<file path="src/sampler_pkg.sv">
package sampler_pkg;

    localparam int DATA_SIZE    = 8;
    localparam int BUFFER_DEPTH = 64;
    localparam int ADDR_SIZE    = 6;

    typedef logic [DATA_SIZE-1:0] sample_t;
    typedef logic [ADDR_SIZE-1:0] addr_t;

    // Top two bits of a command byte.
    typedef enum logic [1:0] {
        CMD_SET_LEN = 2'b00,
        CMD_ARM     = 2'b01,
        CMD_DISARM  = 2'b10,
        CMD_DUMP    = 2'b11
    } cmd_op_t;

    typedef enum logic [1:0] {
        S_IDLE    = 2'b00,
        S_ARMED   = 2'b01,
        S_CAPTURE = 2'b10,
        S_SEND    = 2'b11
    } sampler_state_t;

endpackage

</file>
<file path="src/uart_pkg.sv">
package uart_pkg;

    localparam int CLKS_PER_BIT = 16;
    localparam int CLK_CNT_SIZE = $clog2(CLKS_PER_BIT);

    typedef enum logic [1:0] {
        TX_IDLE,
        TX_START,
        TX_DATA,
        TX_STOP
    } tx_state_t;

    typedef enum logic [1:0] {
        RX_IDLE,
        RX_START,
        RX_DATA,
        RX_STOP
    } rx_state_t;

endpackage

</file>
<file path="src/sample_buffer.sv">
`timescale 1ns/100ps

module sample_buffer (
    input  logic                 i_clock,
    input  logic                 i_we,
    input  sampler_pkg::addr_t   i_waddr,
    input  sampler_pkg::sample_t i_wdata,
    input  sampler_pkg::addr_t   i_raddr,
    output sampler_pkg::sample_t o_rdata
);

    sampler_pkg::sample_t mem [sampler_pkg::BUFFER_DEPTH];

    always_ff @(posedge i_clock) begin
        if (i_we) begin
            mem[i_waddr] <= i_wdata;
        end
    end

    // Registered read with data one cycle after the address.
    always_ff @(posedge i_clock) begin
        o_rdata <= mem[i_raddr];
    end

endmodule

</file>
<file path="src/sampler.sv">
`timescale 1ns/100ps

module sampler (
    input  logic                 i_clock,
    input  logic                 i_rst,
    input  sampler_pkg::sample_t i_data,
    input  logic                 i_adc_init,
    input  logic                 i_gate,
    input  logic                 i_sample,
    input  sampler_pkg::sample_t i_rx_data,
    input  logic                 i_rx_valid,
    input  logic                 i_tx_ready,
    output sampler_pkg::sample_t o_tx_data,
    output logic                 o_tx_valid,
    output logic                 o_we,
    output sampler_pkg::addr_t   o_waddr,
    output sampler_pkg::sample_t o_wdata,
    output sampler_pkg::addr_t   o_raddr,
    input  sampler_pkg::sample_t i_rdata,
    output logic                 o_busy
);

    sampler_pkg::sampler_state_t state;
    sampler_pkg::cmd_op_t        cmd_op;
    sampler_pkg::addr_t          length;
    sampler_pkg::addr_t          last_addr;
    logic                        armed;
    logic                        have_capture;
    logic                        gate_q;
    logic                        idle;
    logic                        gate_hit;
    logic                        trigger;
    logic [1:0]                  send_step;

    // A stored length of zero wraps to the last buffer entry.
    assign last_addr = length - 1'b1;

    assign cmd_op   = sampler_pkg::cmd_op_t'(i_rx_data[7:6]);
    assign idle     = (state == sampler_pkg::S_IDLE) || (state == sampler_pkg::S_ARMED);
    assign gate_hit = (state == sampler_pkg::S_ARMED) && i_gate && !gate_q;
    assign trigger  = idle && i_adc_init && (i_sample || gate_hit);

    assign o_busy  = !idle;
    assign o_we    = (state == sampler_pkg::S_CAPTURE);
    assign o_wdata = i_data;

    always_ff @(posedge i_clock) begin
        if (i_rst) begin
            gate_q <= 1'b0;
        end else begin
            gate_q <= i_gate;
        end
    end

    always_ff @(posedge i_clock) begin
        if (i_rst) begin
            state        <= sampler_pkg::S_IDLE;
            length       <= '0;
            armed        <= 1'b0;
            have_capture <= 1'b0;
            o_waddr      <= '0;
            o_raddr      <= '0;
            send_step    <= '0;
            o_tx_valid   <= 1'b0;
        end else begin
            case (state)
                sampler_pkg::S_IDLE, sampler_pkg::S_ARMED: begin
                    if (trigger) begin
                        state        <= sampler_pkg::S_CAPTURE;
                        o_waddr      <= '0;
                        have_capture <= 1'b1;
                        // A gate capture uses up the arming.
                        armed        <= armed && !gate_hit;
                    end else if (i_rx_valid) begin
                        case (cmd_op)
                            sampler_pkg::CMD_SET_LEN: begin
                                length <= i_rx_data[sampler_pkg::ADDR_SIZE-1:0];
                            end
                            sampler_pkg::CMD_ARM: begin
                                armed <= 1'b1;
                                state <= sampler_pkg::S_ARMED;
                            end
                            sampler_pkg::CMD_DISARM: begin
                                armed <= 1'b0;
                                state <= sampler_pkg::S_IDLE;
                            end
                            sampler_pkg::CMD_DUMP: begin
                                if (have_capture) begin
                                    state     <= sampler_pkg::S_SEND;
                                    o_raddr   <= '0;
                                    send_step <= '0;
                                end
                            end
                        endcase
                    end
                end
                sampler_pkg::S_CAPTURE: begin
                    if (o_waddr == last_addr) begin
                        state     <= sampler_pkg::S_SEND;
                        o_raddr   <= '0;
                        send_step <= '0;
                    end else begin
                        o_waddr <= o_waddr + 1'b1;
                    end
                end
                sampler_pkg::S_SEND: begin
                    // Step 0 presents the address, step 1 sees the data, step 2 offers it.
                    case (send_step)
                        2'd0: begin
                            send_step <= 2'd1;
                        end
                        2'd1: begin
                            o_tx_valid <= 1'b1;
                            send_step  <= 2'd2;
                        end
                        default: begin
                            if (i_tx_ready) begin
                                o_tx_valid <= 1'b0;
                                send_step  <= 2'd0;
                                if (o_raddr == last_addr) begin
                                    state <= armed ? sampler_pkg::S_ARMED : sampler_pkg::S_IDLE;
                                end else begin
                                    o_raddr <= o_raddr + 1'b1;
                                end
                            end
                        end
                    endcase
                end
            endcase
        end
    end

    always_ff @(posedge i_clock) begin
        if (state == sampler_pkg::S_SEND && send_step == 2'd1) begin
            o_tx_data <= i_rdata;
        end
    end

endmodule

</file>
<file path="src/uart_rx.sv">
`timescale 1ns/100ps

module uart_rx (
    input  logic                 i_clock,
    input  logic                 i_rst,
    input  logic                 i_rxd,
    output sampler_pkg::sample_t o_rx_data,
    output logic                 o_rx_valid
);

    uart_pkg::rx_state_t                          state;
    logic                                         rx_meta;
    logic                                         rx_sync;
    logic [uart_pkg::CLK_CNT_SIZE-1:0]            clk_cnt;
    logic [$clog2(sampler_pkg::DATA_SIZE)-1:0]    bit_cnt;
    logic                                         half_end;
    logic                                         bit_end;

    assign half_end = (clk_cnt == uart_pkg::CLKS_PER_BIT / 2 - 1);
    assign bit_end  = (clk_cnt == uart_pkg::CLKS_PER_BIT - 1);

    // Two flop synchroniser on a line that idles high.
    always_ff @(posedge i_clock) begin
        if (i_rst) begin
            rx_meta <= 1'b1;
            rx_sync <= 1'b1;
        end else begin
            rx_meta <= i_rxd;
            rx_sync <= rx_meta;
        end
    end

    always_ff @(posedge i_clock) begin
        if (i_rst) begin
            state      <= uart_pkg::RX_IDLE;
            clk_cnt    <= '0;
            bit_cnt    <= '0;
            o_rx_valid <= 1'b0;
        end else begin
            o_rx_valid <= 1'b0;
            case (state)
                uart_pkg::RX_IDLE: begin
                    clk_cnt <= '0;
                    if (!rx_sync) begin
                        state <= uart_pkg::RX_START;
                    end
                end
                uart_pkg::RX_START: begin
                    if (half_end) begin
                        clk_cnt <= '0;
                        bit_cnt <= '0;
                        // Glitch check at the middle of the start bit.
                        state   <= rx_sync ? uart_pkg::RX_IDLE : uart_pkg::RX_DATA;
                    end else begin
                        clk_cnt <= clk_cnt + 1'b1;
                    end
                end
                uart_pkg::RX_DATA: begin
                    if (bit_end) begin
                        clk_cnt <= '0;
                        bit_cnt <= bit_cnt + 1'b1;
                        if (bit_cnt == sampler_pkg::DATA_SIZE - 1) begin
                            state <= uart_pkg::RX_STOP;
                        end
                    end else begin
                        clk_cnt <= clk_cnt + 1'b1;
                    end
                end
                uart_pkg::RX_STOP: begin
                    if (bit_end) begin
                        clk_cnt    <= '0;
                        o_rx_valid <= rx_sync;
                        state      <= uart_pkg::RX_IDLE;
                    end else begin
                        clk_cnt <= clk_cnt + 1'b1;
                    end
                end
            endcase
        end
    end

    // LSB arrives first.
    always_ff @(posedge i_clock) begin
        if (state == uart_pkg::RX_DATA && bit_end) begin
            o_rx_data <= {rx_sync, o_rx_data[sampler_pkg::DATA_SIZE-1:1]};
        end
    end

endmodule

</file>
<file path="src/uart_tx.sv">
`timescale 1ns/100ps

module uart_tx (
    input  logic                 i_clock,
    input  logic                 i_rst,
    input  sampler_pkg::sample_t i_data,
    input  logic                 i_valid,
    output logic                 o_ready,
    output logic                 o_txd
);

    uart_pkg::tx_state_t                          state;
    sampler_pkg::sample_t                         data_q;
    logic [uart_pkg::CLK_CNT_SIZE-1:0]            clk_cnt;
    logic [$clog2(sampler_pkg::DATA_SIZE)-1:0]    bit_cnt;
    logic                                         bit_end;

    assign o_ready = (state == uart_pkg::TX_IDLE);
    assign bit_end = (clk_cnt == uart_pkg::CLKS_PER_BIT - 1);

    always_ff @(posedge i_clock) begin
        if (o_ready && i_valid) begin
            data_q <= i_data;
        end
    end

    always_ff @(posedge i_clock) begin
        if (i_rst) begin
            state   <= uart_pkg::TX_IDLE;
            clk_cnt <= '0;
            bit_cnt <= '0;
            o_txd   <= 1'b1;
        end else begin
            if (state == uart_pkg::TX_IDLE || bit_end) begin
                clk_cnt <= '0;
            end else begin
                clk_cnt <= clk_cnt + 1'b1;
            end
            case (state)
                uart_pkg::TX_IDLE: begin
                    if (i_valid) begin
                        o_txd <= 1'b0;
                        state <= uart_pkg::TX_START;
                    end
                end
                uart_pkg::TX_START: begin
                    if (bit_end) begin
                        o_txd   <= data_q[0];
                        bit_cnt <= '0;
                        state   <= uart_pkg::TX_DATA;
                    end
                end
                uart_pkg::TX_DATA: begin
                    if (bit_end) begin
                        if (bit_cnt == sampler_pkg::DATA_SIZE - 1) begin
                            o_txd <= 1'b1;
                            state <= uart_pkg::TX_STOP;
                        end else begin
                            o_txd   <= data_q[bit_cnt + 1'b1];
                            bit_cnt <= bit_cnt + 1'b1;
                        end
                    end
                end
                uart_pkg::TX_STOP: begin
                    if (bit_end) begin
                        state <= uart_pkg::TX_IDLE;
                    end
                end
            endcase
        end
    end

endmodule

</file>
<file path="src/adc_capture_top.sv">
`timescale 1ns/100ps

module adc_capture_top (
    input  logic                 i_clock,
    input  logic                 i_rst,
    input  sampler_pkg::sample_t i_data,
    input  logic                 i_adc_init,
    input  logic                 i_gate,
    input  logic                 i_sample,
    input  logic                 i_rxd,
    output logic                 o_txd,
    output logic                 o_busy
);

    sampler_pkg::sample_t rx_data;
    logic                 rx_valid;
    sampler_pkg::sample_t tx_data;
    logic                 tx_valid;
    logic                 tx_ready;
    logic                 we;
    sampler_pkg::addr_t   waddr;
    sampler_pkg::sample_t wdata;
    sampler_pkg::addr_t   raddr;
    sampler_pkg::sample_t rdata;

    uart_rx u_uart_rx (
        .i_clock    (i_clock),
        .i_rst      (i_rst),
        .i_rxd      (i_rxd),
        .o_rx_data  (rx_data),
        .o_rx_valid (rx_valid)
    );

    sampler u_sampler (
        .i_clock    (i_clock),
        .i_rst      (i_rst),
        .i_data     (i_data),
        .i_adc_init (i_adc_init),
        .i_gate     (i_gate),
        .i_sample   (i_sample),
        .i_rx_data  (rx_data),
        .i_rx_valid (rx_valid),
        .i_tx_ready (tx_ready),
        .o_tx_data  (tx_data),
        .o_tx_valid (tx_valid),
        .o_we       (we),
        .o_waddr    (waddr),
        .o_wdata    (wdata),
        .o_raddr    (raddr),
        .i_rdata    (rdata),
        .o_busy     (o_busy)
    );

    sample_buffer u_sample_buffer (
        .i_clock    (i_clock),
        .i_we       (we),
        .i_waddr    (waddr),
        .i_wdata    (wdata),
        .i_raddr    (raddr),
        .o_rdata    (rdata)
    );

    uart_tx u_uart_tx (
        .i_clock    (i_clock),
        .i_rst      (i_rst),
        .i_data     (tx_data),
        .i_valid    (tx_valid),
        .o_ready    (tx_ready),
        .o_txd      (o_txd)
    );

endmodule

</file>
<file path="config.mk">
export PLATFORM = sky130hd
export DESIGN_NAME = adc_capture_top
export DESIGN_NICKNAME = d
export VERILOG_FILES = /design/src/sampler_pkg.sv /design/src/uart_pkg.sv /design/src/sample_buffer.sv /design/src/sampler.sv /design/src/uart_rx.sv /design/src/uart_tx.sv /design/src/adc_capture_top.sv
export SDC_FILE = /design/constraint.sdc
export NUM_CORES = 1
export LEC_CHECK = 0
export BUFFER_PORTS_ARGS = -buffer_cell sky130_fd_sc_hd__buf_4
export CAP_MARGIN = 20
export CORE_MARGIN = 4
export CORE_UTILIZATION = 40
export DETAILED_ROUTE_END_ITERATION = 8
export PLACE_DENSITY = 0.67
export SLEW_MARGIN = 10
export SYNTH_ARGS = -nofsm -noshare
export SYNTH_HDL_FRONTEND = slang
export SYNTH_SLANG_ARGS = --single-unit
</file>
<file path="constraint.sdc">
create_clock -name i_clock -period 5.9 [get_ports i_clock]
set_input_delay 0.59 -clock i_clock [delete_from_list [all_inputs] [get_ports i_clock]]
set_output_delay 0.59 -clock i_clock [all_outputs]
set_load 0.1 [all_outputs]
</file>
# After elaboration in Yosys (flattened, before gate mapping)
# Memory sizes are Yosys's and may differ from the RTL's. A register that Yosys moved wholly into a read port is not among the register bits.
# Cells that the tools add are included.
# totals
word_cells	192
mem_bits_rw	512
input_bits	14
reg_bits	72
output_inout_bits	2
n_memories	1
# mem_list
memory	words	width	rd	rd_ports_with_merged_regs	write_ports	line_no	rtl
u_sample_buffer.mem	64	8	1	1	1	sample_buffer.sv:12	sampler_pkg::sample_t mem [sampler_pkg::BUFFER_DEPTH];
# classes
n_reduce_logical	44
muxes	67
addsub	7
n_bitwise	4
eq_ne	46
magnitude_cmp	1
# ops
cell	count
two-way mux 6 bit	10
two-way mux 2 bit	24
!= test 2 x 1 -> 1 bit (second input constant)	12
!= test 2 bit (second input constant)	10
case mux 2 bit (3 select lines)	3
case mux 6 bit (3 select lines)	1
equality test 2 bit (second input constant)	8
case mux 2 bit (4 select lines)	2
two-way mux 3 bit	5
adder 6 x 1 -> 6 bit (second input constant)	2
equality test 6 bit	2
case mux 3 bit (2 select lines)	2
case mux 4 bit (3 select lines)	1
case mux 6 bit (2 select lines)	1
AND reduction 3 bit	4
AND reduction 4 bit	3
two-way mux 1 bit	11
equality test 2 x 1 -> 1 bit (second input constant)	5
zero test 2 bit	5
AND reduction 5 bit	2
nonzero test 2 bit	5
adder 4 x 1 -> 4 bit (second input constant)	2
equality test 4 bit (second input constant)	2
logical AND 1 bit	8
other kinds (24)	39

# Logic depth before layout (Yosys ltp)
# logic_depth
depth_word	7
ltp_mapped	9

# Cells and area by module
# From an unflattened synthesis, not the netlist that was laid out.
# hier_totals
cells_unflattened	1333
area_unflattened_um2	23809.1
# by_module_without_submodules
module	area_per_inst_um2	instances	seq_area_each_um2	cells_each
sample_buffer	20190.6	1	15534.9	972
sampler	1889.3	1	760.7	215
uart_tx	903.4	1	440.4	79
uart_rx	825.8	1	480.5	67

# Worst setup path after synthesis
# Ideal clock, no wire load.
# synth_path
path_kind	register -> register
startpoint	register u_sampler.o_raddr[1]
endpoint	register u_sample_buffer.o_rdata[1] (read register of u_sample_buffer.mem)
t_required_ns	5.780
t_arrival_ns	2.180
period_less_slack_ns	2.300
setup_ns	0.120
slack_ns	3.600
path_stages_with_launch	8
cell_sequence	dfxtp_1 clkbuf_1 clkbuf_1 clkbuf_1 mux4_2 mux4_2 a22oi_1 nand2_1
# synth_rtl
element	line_no	rtl
start: declaration	sampler.sv:18	output sampler_pkg::addr_t o_raddr,
start signal: assignment	sampler.sv:123	o_raddr <= o_raddr + 1'b1;
end: declaration	sample_buffer.sv:9	output sampler_pkg::sample_t o_rdata

==> qor.csv <==
metric,value,unit
status,finished clean,
grt_start_max_net_pins,66,
power_per_unit_of_standard_cell_area,317,nW/um^2
number_of_violations_reported_at_the_end_of_detailed_routing_iteration_0,1090,
synth-seq-cells,592,
synthFlopType,sky130_fd_sc_hd__edfxtp_1,
clk_latency,620,ps
final.setup.tns,0,ps
regArea,17200,um^2
routed_wirelength,47300,um
numPortBuffers,15,
critPathArrivalTime,3710,ps
timing.max_cap.violations,0,
place_area,24300,um^2
globalRouteTotalUtil,0.151,
clock_path_buffers,3,
postCtsHoldBufs,0,
path_clk_slew,70,ps
cts_made_buffers,55,
worst_tran_pin_value,1110,ps
multi_input_area,5840,um^2
top_level_ports,16,
finalHoldViolCount,0,
hold_class,primary input to flip-flop,
rsz0062_at_grt,false,
finish.net_count,1250,
antenna_found_initial,0,
synthDominantCellAreaShare,0.688,
syn_avg_cell_area,19.5,um^2
whs_path_depth,2,
grt_overflow,0,
dieArea,62500,um^2
core_region_area,57800,um^2
synth_top_cell_by_area,sky130_fd_sc_hd__edfxtp_1,
post-cts-setup-buffer-count,0,
timing.setup.critical_path_class,flip-flop to flip-flop,
synth_warnings,0,
detail_route.vias_per_cell,5.58,
post_drt_wl_per_cell,23.4,um
synth_async_sr_flop_share,0,
finalPower,8.24,mW
routed-via-count,11300,
drc,0,
clock_skew,29.1,ps
clock_tree_from_tritoncts,built,
first_global_vias,11400,
antenna_cells,0,
synthesis.area,23400,um^2
reg2reg_depth,5,
area_growth_syn_to_fin,11.0,%
drv_slew,0,
synth.area.top_cells,"sky130_fd_sc_hd__edfxtp_1, sky130_fd_sc_hd__mux4_2, sky130_fd_sc_hd__dfxtp_1",
die_width,250,um
die_y,250,um
layout.core_utilization,0.450,
sinks_on_the_clock_net,592,
number_of_synthesized_flops_with_an_enable_pin,536,
leakage,7.86,nW
worst_hold_slack,182,ps
start_util,0.405,
fmaxAchievable,0.312,GHz
timing.final.crit_share,0.544,
maxSlewHeadroom,0.259,
fill_cells,4850,
timing.final.crit_period,3210,ps
post_route_cells_drive_above_1_share,0.224,
synth.yosys.seq_area_share,0.735,
crit_fanout,36,
ys_types,55,
clockRootBuffer,sky130_fd_sc_hd__clkbuf_16,
critPathRequiredTime,6400,ps
worst_setup_path_start_kind,flip-flop,
grt_pass1_wl,72600,um
synth_nets,1234,
placer_s_final_routability_congestion_estimate,0.793,
dp.final_hpwl,28500,um
final_antenna_net_count,0,
stdcell_area,26000,um^2
ir_drop,0.233,mV
fp-row-count,88,
ctsHtreeMaxLevel,2,
cp-end-kind,flip-flop,
synthesis.instances,1199,
setup_violations,0,
detail_route.first_pass.iterations,7,
post_cts_resize_count,0,
## cell families after synthesis
group | synth area share
compound gates | 0.0229
flops | 0.735
fa+ha+maj | 0.0112
buf+inv | 0.0149
xor+xnor | 0.00748
mux | 0.163
simple gates | 0.0446
## flip-flops by register name, indices dropped and copies added (netlist names), 3 cells and up, named ones only
name,flops
u_uart_rx.o_rx_data,8
u_uart_rx.clk_cnt,4
u_sampler.o_waddr,6
u_sample_buffer.mem,512
u_uart_tx.clk_cnt,4
u_sample_buffer.o_rdata,8
u_sampler.length,6
u_sampler.o_tx_data,8
u_uart_tx.data_q,8
u_sampler.o_raddr,6
u_uart_tx.bit_cnt,3
u_uart_rx.bit_cnt,3
## cells in the final DEF, fill, tap and decap left out, types with 15 or more instances in the layout
cell type,synthesis,layout
sky130_fd_sc_hd__a21oi_1,17,17
sky130_fd_sc_hd__nand2_1,40,40
sky130_fd_sc_hd__edfxtp_1,536,536
sky130_fd_sc_hd__clkbuf_16,0,55
sky130_fd_sc_hd__mux4_2,163,163
sky130_fd_sc_hd__nor2_1,105,105
sky130_fd_sc_hd__o21ai_0,15,15
sky130_fd_sc_hd__ha_1,21,21
sky130_fd_sc_hd__inv_1,17,17
sky130_fd_sc_hd__buf_4,2,21
sky130_fd_sc_hd__nand3_1,22,22
sky130_fd_sc_hd__dfxtp_1,56,52
## cells in the mapped netlist, types with 3 or more instances
| library cell | instances |
|---|---|
| sky130_fd_sc_hd__nand4b_1 | 4 |
| sky130_fd_sc_hd__a31o_2 | 3 |
| sky130_fd_sc_hd__o21a_1 | 5 |
| sky130_fd_sc_hd__nor3_1 | 8 |
| sky130_fd_sc_hd__buf_1 | 10 |
| sky130_fd_sc_hd__clkbuf_1 | 35 |
| sky130_fd_sc_hd__or2_2 | 4 |
| sky130_fd_sc_hd__nor2b_1 | 9 |
| sky130_fd_sc_hd__and3_1 | 3 |
| sky130_fd_sc_hd__edfxtp_1 | 536 |
| sky130_fd_sc_hd__a31oi_1 | 3 |
| sky130_fd_sc_hd__nand4_1 | 10 |
| sky130_fd_sc_hd__or3_1 | 6 |
| sky130_fd_sc_hd__o21ai_0 | 15 |
| sky130_fd_sc_hd__mux2i_1 | 12 |
| sky130_fd_sc_hd__buf_2 | 15 |
| sky130_fd_sc_hd__a21oi_1 | 17 |
| sky130_fd_sc_hd__inv_1 | 17 |
| sky130_fd_sc_hd__nand3_1 | 22 |
| sky130_fd_sc_hd__dfxtp_1 | 56 |
| sky130_fd_sc_hd__mux4_2 | 163 |
| sky130_fd_sc_hd__and2_1 | 3 |
| sky130_fd_sc_hd__xnor2_1 | 14 |
| sky130_fd_sc_hd__ha_1 | 21 |
| sky130_fd_sc_hd__nand2_1 | 40 |
| sky130_fd_sc_hd__nand2b_1 | 3 |
| sky130_fd_sc_hd__a22oi_1 | 14 |
| sky130_fd_sc_hd__o31a_1 | 3 |
| sky130_fd_sc_hd__mux2_2 | 3 |
| sky130_fd_sc_hd__xor2_1 | 6 |
| sky130_fd_sc_hd__nor2_1 | 105 |
## cell type report
cell class | instances | share of cell area
Clock inverter | 37 | 0.0106
Inverter | 18 | 0.00260
Sequential cell | 592 | 0.663
Multi-Input combinational cell | 525 | 0.225
Clock buffer | 66 | 0.0549
Tap cell | 765 | 0.0368
Timing Repair Buffer | 23 | 0.00727
## stage by stage
step                instances  setup WS [ps]
CTS                      2026           2590
floorplan                1199           3600
detailed placement       1923           2580
finish                   2026           2690
global route             2026           2430
global placement         1922           2570
## worst paths after layout
path                   startpoint                         end  slack (ps)
max          u_sampler.o_raddr[0]  u_sample_buffer.o_rdata[5]        2690
min reg2reg     u_uart_rx.rx_meta           u_uart_rx.rx_sync         420
max reg2reg  u_sampler.o_raddr[0]  u_sample_buffer.o_rdata[5]        2690
min                         i_rxd           u_uart_rx.rx_meta         180
## layer usage
metal | global-route usage | up-vias | share of wire
met1 | 0.229 | 5934 | 0.45
li1 | - | 4895 | -
met3 | 0.0310 | 70 | 0.078
met2 | 0.222 | 405 | 0.45
met4 | 0.0449 | 0 | 0.024
met5 | 0 | - | 0
## worst max-delay path, cell delays in order (launching register included)
cell and delay, ps:
sky130_fd_sc_hd__dfxtp_4 810, sky130_fd_sc_hd__buf_4 670, sky130_fd_sc_hd__mux4_2 640, sky130_fd_sc_hd__mux4_2 490, sky130_fd_sc_hd__a22oi_1 380, sky130_fd_sc_hd__nand2_1 100
## power breakdown
part           switching (mW)  internal (mW)  leakage, nW
registers              0.0226           4.59         5.28
logic                   0.171         0.0696         1.74
clock network            1.52           1.86        0.842
total                    1.71           6.53         7.86
Power figures use the tool's default switching activity.
